==> config.mk <==
export PLATFORM = sky130hd
export DESIGN_NAME = iob_apb_sys
export DESIGN_NICKNAME = d
export VERILOG_FILES = /design/src/hdl/apb_pkg.sv /design/src/hdl/apb_if.sv /design/src/hdl/iob2apb.sv /design/src/hdl/apb_decoder.sv /design/src/hdl/apb_regfile.sv /design/src/hdl/apb_gpio.sv /design/src/hdl/iob_apb_sys.sv
export SDC_FILE = /design/constraint.sdc
export NUM_CORES = 1
export LEC_CHECK = 0
export BUFFER_PORTS_ARGS = -buffer_cell sky130_fd_sc_hd__buf_2
export CORE_ASPECT_RATIO = 1.75
export CORE_MARGIN = 3
export CORE_UTILIZATION = 40
export CTS_CLUSTER_SIZE = 25
export DETAILED_ROUTE_END_ITERATION = 6
export GPL_ROUTABILITY_DRIVEN = 0
export GPL_TIMING_DRIVEN = 0
export SYNTH_ARGS = -nofsm -noshare
export SYNTH_HDL_FRONTEND = slang
export SYNTH_SLANG_ARGS = --single-unit
==> constraint.sdc <==
create_clock -name clk_i -period 2.9 [get_ports clk_i]
set_input_delay 0.58 -clock clk_i [delete_from_list [all_inputs] [get_ports clk_i]]
set_output_delay 0.58 -clock clk_i [all_outputs]
set_load 0.005 [all_outputs]
==> src/hdl/apb_pkg.sv <==
`default_nettype none

package apb_pkg;

   localparam int APB_ADDR_W = 12;
   localparam int APB_DATA_W = 32;
   localparam int APB_STRB_W = APB_DATA_W / 8;

   typedef logic [APB_ADDR_W-1:0] apb_addr_t;
   typedef logic [APB_DATA_W-1:0] apb_data_t;
   typedef logic [APB_STRB_W-1:0] apb_strb_t;

   // Address map
   localparam int        SLV_SEL_BIT  = 11;  // Clear: regfile, set: GPIO
   localparam int        RF_DEPTH     = 8;   // Word index from paddr[4:2]
   localparam apb_addr_t GPIO_OUT_OFS = 12'h000;
   localparam apb_addr_t GPIO_IN_OFS  = 12'h004;
   localparam apb_data_t GPIO_W       = 32;

   // Byte lanes of new_d replace old_d where strb is set
   function automatic apb_data_t strb_merge(apb_data_t old_d, apb_data_t new_d, apb_strb_t strb);
      apb_data_t res;
      res = old_d;
      for (int b = 0; b < APB_STRB_W; b++) begin
         if (strb[b]) res[8*b +: 8] = new_d[8*b +: 8];
      end
      return res;
   endfunction

endpackage

`default_nettype wire

==> src/hdl/apb_if.sv <==
`timescale 1ns/1ps
`default_nettype none

interface apb_if
   import apb_pkg::*;
();

   apb_addr_t paddr;
   logic      psel;
   logic      penable;
   logic      pwrite;
   apb_data_t pwdata;
   apb_strb_t pstrb;
   apb_data_t prdata;
   logic      pready;

   // Bridge or decoder side
   modport master (
      output paddr, psel, penable, pwrite, pwdata, pstrb,
      input  prdata, pready
   );

   modport slave (
      input  paddr, psel, penable, pwrite, pwdata, pstrb,
      output prdata, pready
   );

endinterface

`default_nettype wire

==> src/hdl/iob2apb.sv <==
`timescale 1ns/1ps
`default_nettype none

module iob2apb
   import apb_pkg::*;
(
   input  logic      clk_i,
   input  logic      rst_n_i,

   // Native request side
   input  logic      iob_valid_i,
   input  apb_addr_t iob_addr_i,
   input  apb_data_t iob_wdata_i,
   input  apb_strb_t iob_wstrb_i,
   output logic      iob_ready_o,
   output apb_data_t iob_rdata_o,
   output logic      iob_rvalid_o,

   apb_if.master     apb_m
);

   typedef enum logic [1:0] {
      IDLE,
      SETUP,
      ACCESS
   } state_t;

   state_t    state_q;
   state_t    state_d;
   logic      done;     // Access cycle with pready
   logic      rvalid_q;
   apb_data_t rdata_q;

   always_comb begin
      state_d = state_q;
      case (state_q)
         IDLE: begin
            if (iob_valid_i) state_d = SETUP;
         end
         SETUP: begin
            state_d = ACCESS;
         end
         ACCESS: begin
            if (apb_m.pready) state_d = IDLE;  // Slave may stretch access
         end
         default: begin
            state_d = IDLE;
         end
      endcase
   end

   always_ff @(posedge clk_i) begin
      if (!rst_n_i) begin
         state_q  <= IDLE;
         rvalid_q <= 1'b0;
      end else begin
         state_q  <= state_d;
         rvalid_q <= done & ~apb_m.pwrite;  // Reads only
      end
   end

   always_ff @(posedge clk_i) begin
      if (done && !apb_m.pwrite) rdata_q <= apb_m.prdata;
   end

   assign done = (state_q == ACCESS) & apb_m.pready;

   // APB outputs, request held by the master
   assign apb_m.psel    = (state_q != IDLE);
   assign apb_m.penable = (state_q == ACCESS);
   assign apb_m.paddr   = iob_addr_i;
   assign apb_m.pwdata  = iob_wdata_i;
   assign apb_m.pstrb   = iob_wstrb_i;
   assign apb_m.pwrite  = |iob_wstrb_i;  // No strobes means read

   assign iob_ready_o  = done;
   assign iob_rdata_o  = rdata_q;
   assign iob_rvalid_o = rvalid_q;

endmodule

`default_nettype wire

==> src/hdl/apb_decoder.sv <==
`timescale 1ns/1ps
`default_nettype none

module apb_decoder
   import apb_pkg::*;
(
   apb_if.slave  up_s,
   apb_if.master rf_m,
   apb_if.master gp_m
);

   logic sel_gp;

   assign sel_gp = up_s.paddr[SLV_SEL_BIT];

   // Only psel is steered
   assign rf_m.psel = up_s.psel & ~sel_gp;
   assign gp_m.psel = up_s.psel & sel_gp;

   assign rf_m.paddr   = up_s.paddr;
   assign rf_m.penable = up_s.penable;
   assign rf_m.pwrite  = up_s.pwrite;
   assign rf_m.pwdata  = up_s.pwdata;
   assign rf_m.pstrb   = up_s.pstrb;

   assign gp_m.paddr   = up_s.paddr;
   assign gp_m.penable = up_s.penable;
   assign gp_m.pwrite  = up_s.pwrite;
   assign gp_m.pwdata  = up_s.pwdata;
   assign gp_m.pstrb   = up_s.pstrb;

   // Response back from the selected slave
   always_comb begin
      up_s.prdata = '0;
      up_s.pready = 1'b0;
      if (rf_m.psel) begin
         up_s.prdata = rf_m.prdata;
         up_s.pready = rf_m.pready;
      end else if (gp_m.psel) begin
         up_s.prdata = gp_m.prdata;
         up_s.pready = gp_m.pready;
      end
   end

endmodule

`default_nettype wire

==> src/hdl/apb_regfile.sv <==
`timescale 1ns/1ps
`default_nettype none

module apb_regfile
   import apb_pkg::*;
(
   input  logic clk_i,
   input  logic rst_n_i,
   apb_if.slave apb_s
);

   localparam int IDX_W = $clog2(RF_DEPTH);

   apb_data_t        mem_q [RF_DEPTH];
   logic [IDX_W-1:0] word_idx;
   logic             access;
   logic             wait_q;  // Set after the first access cycle

   assign word_idx = apb_s.paddr[IDX_W+1:2];
   assign access   = apb_s.psel & apb_s.penable;

   // One wait state on every transfer
   always_ff @(posedge clk_i) begin
      if (!rst_n_i) begin
         wait_q <= 1'b0;
      end else begin
         wait_q <= access & ~wait_q;
      end
   end

   assign apb_s.pready = access & wait_q;

   always_ff @(posedge clk_i) begin
      if (!rst_n_i) begin
         for (int i = 0; i < RF_DEPTH; i++) begin
            mem_q[i] <= '0;
         end
      end else if (apb_s.pready && apb_s.pwrite) begin
         mem_q[word_idx] <= strb_merge(mem_q[word_idx], apb_s.pwdata, apb_s.pstrb);
      end
   end

   // Data only valid with pready
   assign apb_s.prdata = apb_s.pready ? mem_q[word_idx] : '0;

endmodule

`default_nettype wire

==> src/hdl/apb_gpio.sv <==
`timescale 1ns/1ps
`default_nettype none

module apb_gpio
   import apb_pkg::*;
(
   input  logic      clk_i,
   input  logic      rst_n_i,
   apb_if.slave      apb_s,
   input  apb_data_t gpio_i,
   output apb_data_t gpio_o
);

   logic [GPIO_W-1:0] out_q;
   logic [GPIO_W-1:0] sync1_q;
   logic [GPIO_W-1:0] sync2_q;  // Readable input value
   logic              access;
   logic              sel_out;
   logic              sel_in;

   assign access  = apb_s.psel & apb_s.penable;
   assign sel_out = (apb_s.paddr[2] == GPIO_OUT_OFS[2]);
   assign sel_in  = (apb_s.paddr[2] == GPIO_IN_OFS[2]);

   always_ff @(posedge clk_i) begin
      if (!rst_n_i) begin
         out_q   <= '0;
         sync1_q <= '0;
         sync2_q <= '0;
      end else begin
         sync1_q <= gpio_i;
         sync2_q <= sync1_q;
         if (access && apb_s.pwrite && sel_out) begin
            out_q <= strb_merge(out_q, apb_s.pwdata, apb_s.pstrb);
         end
      end
   end

   // No wait states
   assign apb_s.pready = access;
   assign apb_s.prdata = !access ? '0 : (sel_in ? sync2_q : out_q);

   assign gpio_o = out_q;

endmodule

`default_nettype wire

==> src/hdl/iob_apb_sys.sv <==
`timescale 1ns/1ps
`default_nettype none

module iob_apb_sys
   import apb_pkg::*;
(
   input  logic      clk_i,
   input  logic      rst_n_i,

   input  logic      iob_valid_i,
   input  apb_addr_t iob_addr_i,
   input  apb_data_t iob_wdata_i,
   input  apb_strb_t iob_wstrb_i,
   output logic      iob_ready_o,
   output apb_data_t iob_rdata_o,
   output logic      iob_rvalid_o,

   input  apb_data_t gpio_i,
   output apb_data_t gpio_o
);

   apb_if apb_up ();  // Bridge to decoder
   apb_if apb_rf ();
   apb_if apb_gp ();

   iob2apb bridge_i (
      .clk_i       (clk_i),
      .rst_n_i     (rst_n_i),
      .iob_valid_i (iob_valid_i),
      .iob_addr_i  (iob_addr_i),
      .iob_wdata_i (iob_wdata_i),
      .iob_wstrb_i (iob_wstrb_i),
      .iob_ready_o (iob_ready_o),
      .iob_rdata_o (iob_rdata_o),
      .iob_rvalid_o(iob_rvalid_o),
      .apb_m       (apb_up.master)
   );

   apb_decoder decoder_i (
      .up_s(apb_up.slave),
      .rf_m(apb_rf.master),
      .gp_m(apb_gp.master)
   );

   apb_regfile regfile_i (
      .clk_i  (clk_i),
      .rst_n_i(rst_n_i),
      .apb_s  (apb_rf.slave)
   );

   apb_gpio gpio_blk_i (
      .clk_i  (clk_i),
      .rst_n_i(rst_n_i),
      .apb_s  (apb_gp.slave),
      .gpio_i (gpio_i),
      .gpio_o (gpio_o)
   );

endmodule

`default_nettype wire

==> results of run 1 <==
==> report_power, final <==
part | total (µW) | internal (µW) | switching, µW | leakage [µW]
clock | 4530 | 2450 | 2080 | 0.000531
combinational | 922 | 297 | 625 | 0.00290
sequential | 6140 | 6100 | 46.1 | 0.00383
total | 11600 | 8840 | 2750 | 0.00726
==> worst max-delay path, stage by stage (launching register included) <==
cell,delay [ns]
dfxtp_1,0.36
nand4bb_1,0.18
clkbuf_1,0.21
nor3b_4,0.26
buf_12,0.15
nand2_1,0.21
clkbuf_2,0.41
nand2_4,0.39
buf_12,0.24
==> cell families after synthesis <==
logic type / after synthesis
and+or+nand+nor: 537
DFF: 388
muxes: 147
AOI/OAI and AO/OA: 145
buffers and inverters: 94
==> metrics by stage <==
stage,std cells,worst slack (ns)
2_1_floorplan,1311,0.0377
3_3_place_gp,1992,-1.99
3_5_place_dp,2000,-0.993
4_1_cts,2064,0.0326
5_1_grt,2063,0.0471
6_report,2063,0.153
==> what timing repair did <==
item,CTS,global route
resized for setup,12,6
pin swaps,2,0
setup endpoints to repair,248,91
setup buffers,2,0
==> worst max path at each step <==
stage | to | slack (ns)
after CTS | regfile_i.mem_q[5][30] | 0.03
after detailed placement | regfile_i.mem_q[0][2] | -0.99
after floorplan | regfile_i.mem_q[2][0] | 0.04
final | regfile_i.mem_q[0][2] | 0.15
after global routing | regfile_i.mem_q[0][6] | 0.05
after global placement | regfile_i.mem_q[1][0] | -1.99
==> routing by layer <==
layer  vias up  global-route usage [%]
li1       5146                       -
met1      5661                    25.7
met2       523                    43.3
met3       142                    3.44
met4         0                    13.1
met5         -                       0
==> layout make-up <==
cell class | instances | area [µm²]
clock inverters | 20 | 164
inverters | 8 | 30.0
repair buffers | 147 | 873
flip-flops and latches | 388 | 10700
well taps | 544 | 681
clock buffers | 42 | 912
multi-input cells | 829 | 5320
fillers | 3693 | 21100
plain buffers | 85 | 410
==> synth_stat cells, drive strengths merged <==
library cell | instances | share of area [%]
and2 | 82 | 3.1
inv | 8 | 0.18
a31oi | 3 | 0.11
nor3b | 3 | 0.17
o21ai | 1 | 0.031
mux2i | 123 | 7.5
nor2 | 206 | 4.7
o22ai | 62 | 2.4
or3b | 1 | 0.054
a41oi | 3 | 0.16
nand4 | 1 | 0.038
o31ai | 15 | 0.75
nor3 | 100 | 3.4
a21boi | 33 | 1.5
edfxtp | 288 | 53
buf | 30 | 1.2
nor4bb | 2 | 0.12
or2 | 2 | 0.077
mux4 | 8 | 1.1
dfxtp | 100 | 12
nand2 | 63 | 1.5
a31o | 1 | 0.054
nand3 | 38 | 1.2
clkbuf | 56 | 1.3
a22oi | 9 | 0.41
nor4 | 4 | 0.28
nand4bb | 1 | 0.069
and3b | 1 | 0.054
o2bb2ai | 4 | 0.21
nand2b | 19 | 0.73
a22o | 7 | 0.38
a211oi | 3 | 0.17
a21oi | 3 | 0.092
nor2b | 10 | 0.38
mux2 | 16 | 1.1
and3 | 4 | 0.15
o32ai | 1 | 0.054
==> flip-flops by register name (all words and copies together), names as in the netlist <==
register and cells:
regfile_i.mem_q 256, bridge_i.iob_rdata_o 32, gpio_blk_i.gpio_o 32, gpio_blk_i.sync1_q 32, gpio_blk_i.sync2_q 32, bridge_i.state_q 2
bridge_i.iob_rvalid_o 1, regfile_i.wait_q 1
==> metrics.md, run 1 <==
| Metric | Value |
|---|---|
| Unrepaired setup endpoints after global routing | false |
| Die ar. | 43400 µm² |
| Met2 wire len | 26.8 mm |
| R2R Setup Slk | 0.15 ns |
| Slew headroom | 24.2% |
| Syn Area/Cell | 12.5 µm² |
| DP Area | 17900 µm² |
| First-pass GRT wire length | 75.7 mm |
| Final setup TNS | 0 ns |
| CP max FO | 18 |
| Peak VDD IR | 0.586 mV |
| Startpoint Class | register |
| Synth Net Count | 1394 |
| Final wirelength | 51.6 mm |
| Number of core rows | 97 |
| Hold endpoint | gpio_blk_i.sync1_q[12] |
| Port bufs | 137 |
| HPWL after detailed placement | 37.0 mm |
| Initial Util | 40.7% |
| Register area share after synthesis | 65.2% |
| M1 wire length | 18.3 mm |
| Distinct cell type count after synthesis | 51 |
| Antenna cells | 0 |
| Yosys warnings | 0 |
| Xor/xnor share of the synthesized area | 0% |
| Synth Cell Area | 16300 µm² |
| Pwr dens | 609 nW/µm² |
| Commonest non-fill, non-tap cell in the layout | edfxtp_1 |
| Drt drc | 0 |
| Met3 routed WL | 3.32 mm |
| Final core occ | 47.4% |
| HP Class | primary input to register |
| Die extent in x | 159 µm |
| Hold Vio Cnt, Final | 0 |
| Worst path required time | 3.14 ns |
| Final period util | 94.7% |
| Largest net degree at the start of global routing | 33 |
| Routed WL per cell | 25.0 µm |
| CTS max path bufs | 3 |
| Nets | 1577 |
| Die H | 273 µm |
| CTS Hold Bufs | 0 |
| Pins over their slew limit | 0 |
| Synthesis-to-layout area growth | 16.6% |
| Clock-pin slew on the worst setup and hold paths | 0.07 ns |
| Clock skew | 0.0155 ns |
| TritonCTS clock tree | built |
| # H-tree levels | 2 |
| Finished layout cell area | 19000 µm² |
| Compound-Gate Fraction of Synth Area | 6.32% |
| Reg2reg start | bridge_i.state_q[0] |
| # Max-Cap Violations | 0 |
| Final Power | 11600 µW |
| Worst Hold Launch | gpio_i[12] |
| CTS Buf Count | 35 |
| Crit end category | register |
| Initial antenna violation count | 0 |
| Top sig layer | met4 |
| Mux contribution to synthesized area | 9.74% |
| Tmin final | 2.75 ns |
| Via count | 11500 |
| Final Setup Violations | 0 |
| Vias per cell | 5.56 |
| R2r endpoint | regfile_i.mem_q[0][2] |
| Worst Tran Pin Value | 1.13 ns |
| Layout cells sized above 1 | 19.0% |
| Largest family of logic cells by synthesized area | simple AND/OR/NAND/NOR gates |
| Status | complete, no violations |
| Remaining Overflow, GRT | 0 |
| Setup CP Type | register to register |
| Vias in the first global route | 12000 |
| Worst-Skew Late Latency | 0.54 ns |
| # IOs | 149 |
| Final ANT Viol Nets | 0 |
| Critical path launch point | bridge_i.state_q[0] |
| Reg2reg path depth | 8 |
| Drt first pass iters | 5 |
| Pleak | 0.00726 µW |
| Seq cells post-synth | 388 |
| Most frequent cells in the layout | edfxtp_1, nor2_1, buf_2, mux2i_1, dfxtp_1 |
| Max Freq | 0.364 GHz |
| DR iter-0 viols | 941 |
| Hold slack | 0.241 ns |
| CTS Root Cell | clkbuf_16 |
| Hold path depth | 2 |
| Worst Path Arrival | 2.98 ns |
| Clock sink total | 388 |
| Synth Instances | 1311 |
| Core area | 40200 µm² |
| Adder-cell share of the synthesized area | 0% |
| All-layer global routing usage | 23.5% |
| Simple-Gate Fraction of Synth Area | 16.1% |
Power figures use the tool's default switching activity.
==> run 2, diff against run 1 <==
GPL_TIMING_DRIVEN = 1   (was 0)
==> metrics.md, run 2 (synthesis gave the netlist of run 1 again) <==
| Metric | Value |
|---|---|
| Post_cts resized | 0 |
| Critical-path cell list | buf_4 -> mux2_2 -> mux4_2 -> nor3_2 -> nor3_1 |
| CTS Root Cell | clkbuf_16 |
| Final Setup Violations | 0 |
| Routed WL per cell | 22.4 µm |
| Remaining Overflow, GRT | 0 |
| Worst path required time | 3.15 ns |
| HP Class | primary input to register |
| Power share of the clock group | 39.5% |
| Sw Pwr | 2630 µW |
| Layout cells sized above 1 | 21.9% |
| Clock sink total | 388 |
| Antenna cells | 0 |
| Vias per cell | 5.36 |
| Finished Layout Cells | 2075 |
| All-layer global routing usage | 21.0% |
| Final core occ | 48.1% |
| # IOs | 149 |
| Most frequent cells in the layout | edfxtp_1, nor2_1, buf_2, mux2i_1, buf_4 |
| Unrepaired setup endpoints after global routing | false |
| CP max stage delay | 0.48 ns |
| Nets | 1589 |
| Area of the multi-input gates | 5260 µm² |
| Final setup TNS | 0 ns |
| Initial antenna violation count | 0 |
| Setup CP Type | primary input to register |
| Critical path launch point | iob_addr_i[3] |
| Largest net degree at the start of global routing | 101 |
| Via count | 11100 |
| Max reg flops | 256 |
| DR iter-0 viols | 913 |
| Inst Count DP | 2014 |
| CP max FO | 38 |
| Number of core rows | 97 |
| Hold Vio Cnt, Final | 0 |
| Core area | 40200 µm² |
| Pint | 9080 µW |
| Slowest-stage cell, CP | mux4_2 |
| Die extent in x | 159 µm |
| Hold path depth | 2 |
| Register area | 10700 µm² |
| Worst Hold Launch | gpio_i[25] |
| Port bufs | 140 |
| Vias in the first global route | 11400 |
| Final wirelength | 46.5 mm |
| HPWL after detailed placement | 31.8 mm |
| CTS max path bufs | 3 |
| Pins over their slew limit | 0 |
| Clock skew | 0.0106 ns |
| Slew headroom | 51.0% |
| Commonest non-fill, non-tap cell in the layout | edfxtp_1 |
| First-pass GRT wire length | 69.5 mm |
| Sw Ratio | 22.4% |
| Gate power share | 8.0% |
| Reg2reg path depth | 5 |
| Crit end category | register |
| Startpoint Class | primary input |
| # Max-Cap Violations | 0 |
| Worst-Skew Late Latency | 0.53 ns |
| Die H | 273 µm |
| Pwr dens | 606 nW/µm² |
| Part of the power in registers | 52.4% |
| Reg2reg start | bridge_i.state_q[0] |
| CTS Buf Count | 34 |
| Tmin final | 2.26 ns |
| Status | complete, no violations |
| Synthesis-to-layout area growth | 18.3% |
| Worst Tran Pin Value | 0.735 ns |
| Max Freq | 0.442 GHz |
| Initial Util | 40.7% |
| Postcts setup bufs | 0 |
| Pleak | 0.00751 µW |
| Peak VDD IR | 0.576 mV |
| Drt first pass iters | 5 |
| Largest Register | regfile_i.mem_q |
| Clock-pin slew on the worst setup and hold paths | 0.07 ns |
| Die ar. | 43400 µm² |
| FILL cells | 3592 |
| TritonCTS clock tree | built |
| Drt drc | 0 |
| Final period util | 78.1% |
| Worst Path Arrival | 2.52 ns |
| CTS Hold Bufs | 0 |
| Final ANT Viol Nets | 0 |
| # H-tree levels | 2 |
run 2: cell types whose count changed in the layout (fill, tap and decap cells not counted), moves of 5 or more:
cell,before,now
clkbuf_1,52,7
buf_6,5,0
nand2_4,5,0
buf_2,157,138
buf_4,5,101
clkbuf_2,8,0
nand2_1,54,62
run 2: worst paths after layout:
| check | endpoint | slack (ns) |
|---|---|---|
| worst max-delay path | regfile_i.mem_q[5][2] | 0.64 |
| worst max register to register | regfile_i.mem_q[6][14] | 0.74 |
| worst min register to register | gpio_blk_i.sync2_q[27] | 0.43 |
| worst min-delay path | gpio_blk_i.sync1_q[25] | 0.25 |
run 2: area by class of cell:
| class | instances | share of cell area, % |
|---|---|---|
| multi-input cells | 829 | 27.2 |
| well taps | 544 | 3.52 |
| inverters | 8 | 0.155 |
| clock inverters | 13 | 0.576 |
| repair buffers | 245 | 8.12 |
| clock buffers | 48 | 5.27 |
| flip-flops and latches | 388 | 55.1 |
run 2: power by group through the flow:
stage | combinational (µW) | sequential (µW) | clock (µW)
floorplan | 534 | 6250 | 0
global placement | 930 | 6260 | 0
detailed placement | 940 | 6260 | 0
CTS | 941 | 6140 | 4710
global route | 1010 | 6150 | 4910
finish | 939 | 6140 | 4630
run 2: worst max-delay path: cells and delay by family:
family                 cells  cell delay [ns]
buffers and inverters      1             0.44
AND/OR/NAND/NOR            2             0.58
multiplexers               2             0.88
run 2: through the flow:
step / total power [µW] / instance area, µm² / hold WS [ns] / worst slack, ns
final: 11700 / 19300 / 0.254 / 0.635
after detailed placement: 7200 / 18200 / 0.418 / 0.118
after global routing: 12100 / 19300 / 0.250 / 0.549
after global placement: 7190 / 18200 / 0.414 / 0.158
after floorplan: 6790 / 16300 / 0.412 / 0.0377
after CTS: 11800 / 19300 / 0.241 / 0.666
run 2: layer usage:
| layer | wire length (µm) | GRT usage (%) |
|---|---|---|
| met2 | 24900 | 39.6 |
| met4 | 1370 | 6.66 |
| met1 | 18000 | 24.5 |
| met3 | 2280 | 3.00 |
| met5 | 0 | 0 |
==> run 3, diff against run 2 <==
ABC_AREA = 1   (was unset)
clock period = 1.97 ns   (was 2.9 ns; I/O delays follow)
==> metrics.md, run 3 <==
| Metric | Value |
|---|---|
| Status | finished, violations left |
| Violated checks | DRC |
| Final Power | 17400 µW |
| Vias in the first global route | 13100 |
| TritonCTS clock tree | built |
| Syn Area/Cell | 8.68 µm² |
| Pins over their slew limit | 0 |
| Mux contribution to synthesized area | 0% |
| Clock skew | 0.0183 ns |
| Startpoint Class | register |
| Drt first pass iters | 7 |
| Setup CP Type | register to register |
| Xor/xnor share of the synthesized area | 0% |
| Tmin final | 1.85 ns |
| Drt drc | 14 |
| Final core occ | 48.3% |
| Synth area leaders | edfxtp_1, nand2_1, dfxtp_1, nor2_1, o21ai_0 |
| Seq cells post-synth | 388 |
| Clock-pin slew on the worst setup and hold paths | 0.07 ns |
| # IOs | 149 |
| Finished Layout Cells | 2696 |
| Top-count cell post-synth | nand2_1 |
| Final Setup Violations | 0 |
| Worst Path Arrival | 2.07 ns |
| Die extent in x | 162 µm |
| Clock sink total | 388 |
| Worst-Skew Late Latency | 0.54 ns |
| Yosys warnings | 0 |
| Vias per cell | 4.88 |
| Slew headroom | 67.5% |
| Compound-Gate Fraction of Synth Area | 2.89% |
| Max Freq | 0.541 GHz |
| Largest Register | regfile_i.mem_q |
| Final ANT Viol Nets | 0 |
| Number of synthesized flops with an enable pin | 288 |
| Synth Cell Area | 17000 µm² |
| Distinct cell type count after synthesis | 20 |
| Pwr dens | 862 nW/µm² |
| Crit end category | register |
| Unrepaired setup endpoints after global routing | false |
| Largest net degree at the start of global routing | 39 |
| CTS Root Cell | clkbuf_16 |
| Initial antenna violation count | 2 |
| # H-tree levels | 2 |
| DP Area | 19000 µm² |
| Worst path required time | 2.19 ns |
| HPWL after detailed placement | 32.0 mm |
| Most frequent cells after synthesis | nand2_1, nor2_1, edfxtp_1, inv_1, dfxtp_1 |
| Dominant cell type by area after synthesis | edfxtp_1 |
| Initial Util | 40.6% |
| Die ar. | 45000 µm² |
| Synthesis-to-layout area growth | 18.9% |
| Nets | 2196 |
| Port bufs | 140 |
| Max reg flops | 256 |
| Register area share after synthesis | 62.8% |
| Asr flop ratio synth | 0% |
| Post_cts resized | 0 |
| Core area | 41700 µm² |
| HP Class | primary input to register |
| Number of core rows | 99 |
| Post-synth top flop | edfxtp_1 |
| Synth Net Count | 2036 |
| Via count | 13200 |
| First-pass GRT wire length | 74.0 mm |
| CTS Hold Bufs | 0 |
| CTS max path bufs | 3 |
| CTS Buf Count | 35 |
| # Max-Cap Violations | 0 |
| Commonest non-fill, non-tap cell in the layout | nand2_1 |
| Inst Count DP | 2630 |
| Hold Vio Cnt, Final | 0 |
| Largest family of logic cells by synthesized area | simple AND/OR/NAND/NOR gates |
| Synth Instances | 1953 |
| Adder-cell share of the synthesized area | 0% |
| Peak VDD IR | 0.750 mV |
| Layout cells sized above 1 | 15.9% |
| Final wirelength | 47.8 mm |
| Final period util | 93.8% |
| All-layer global routing usage | 21.2% |
| DR iter-0 viols | 972 |
| Die H | 278 µm |
| Pleak | 0.00944 µW |
| Most frequent cells in the layout | nand2_1, nor2_1, edfxtp_1, buf_2, inv_1 |
| Worst Tran Pin Value | 0.487 ns |
| Final setup TNS | 0 ns |
| Remaining Overflow, GRT | 0 |
| Finished layout cell area | 20200 µm² |
| Routed WL per cell | 17.7 µm |
| Share of the synthesized area in the top cell type | 51.0% |
| CP max FO | 19 |
| Simple-Gate Fraction of Synth Area | 29.0% |
[run 3: cell type report]
cell class	count	area, µm²
antenna	2	5.00
clock buffer	41	962
clock inverter	22	168
fill	4018	21600
inverter	108	408
multi-input combinational	1349	5450
sequential	388	10700
tap	555	694
timing repair buffer	231	1820
[run 3: cells by family (layout without fill, tap and decap cells)]
group,after synthesis,count (layout)
compound gates,98,98
buf+inv,216,402
other cells,0,2
flops,388,388
simple gates,1251,1251
[run 3: layer usage]
| layer | up-vias | routed length [µm] | GRT usage, % |
|---|---|---|---|
| met5 | - | 0 | 0 |
| met1 | 6142 | 18800 | 25.3 |
| li1 | 6485 | - | - |
| met4 | 0 | 2030 | 9.26 |
| met2 | 409 | 24700 | 38.2 |
| met3 | 120 | 2350 | 2.74 |
[run 3: power by group]
part	switching (µW)	total, µW	internal (µW)
clock network	3070	6860	3790
registers	69.3	9050	8980
logic	985	1460	470
total	4130	17400	13200
[run 3: through the flow]
step | worst slack (ns) | hold slack [ns]
after floorplan | -0.0824 | 0.390
after global placement | -0.0000611 | 0.393
after detailed placement | -0.0341 | 0.396
after CTS | 0.0503 | 0.0195
after global routing | 0.0253 | 0.0413
final | 0.123 | 0.0355
[run 3: worst max-delay path, stage by stage (launching register included)]
cell     delay [ns]
dfxtp_1        0.34
inv_2          0.05
nand2_1        0.09
nor3_4         0.14
nand2_1        0.11
nor2_4         0.16
buf_12         0.14
nand2_1        0.13
nand2_2        0.15
buf_12         0.20
[run 3: repair_timing]
item / 4_1_cts / 5_1_grt
endpoints found under the setup margin: 0 / 87
setup buffers: 0 / 1
hold endpoints to repair: 0 / 0
[run 3: final timing paths]
check | start | end | slack (ns) | cells past startpoint
hold / removal | gpio_i[13] | gpio_blk_i.sync1_q[13] | 0.04 | 3
setup reg to reg | bridge_i.state_q[0] | regfile_i.mem_q[2][18] | 0.12 | 9
setup / recovery | bridge_i.state_q[0] | regfile_i.mem_q[2][18] | 0.12 | 9
hold reg to reg | gpio_blk_i.sync1_q[8] | gpio_blk_i.sync2_q[8] | 0.41 | 2
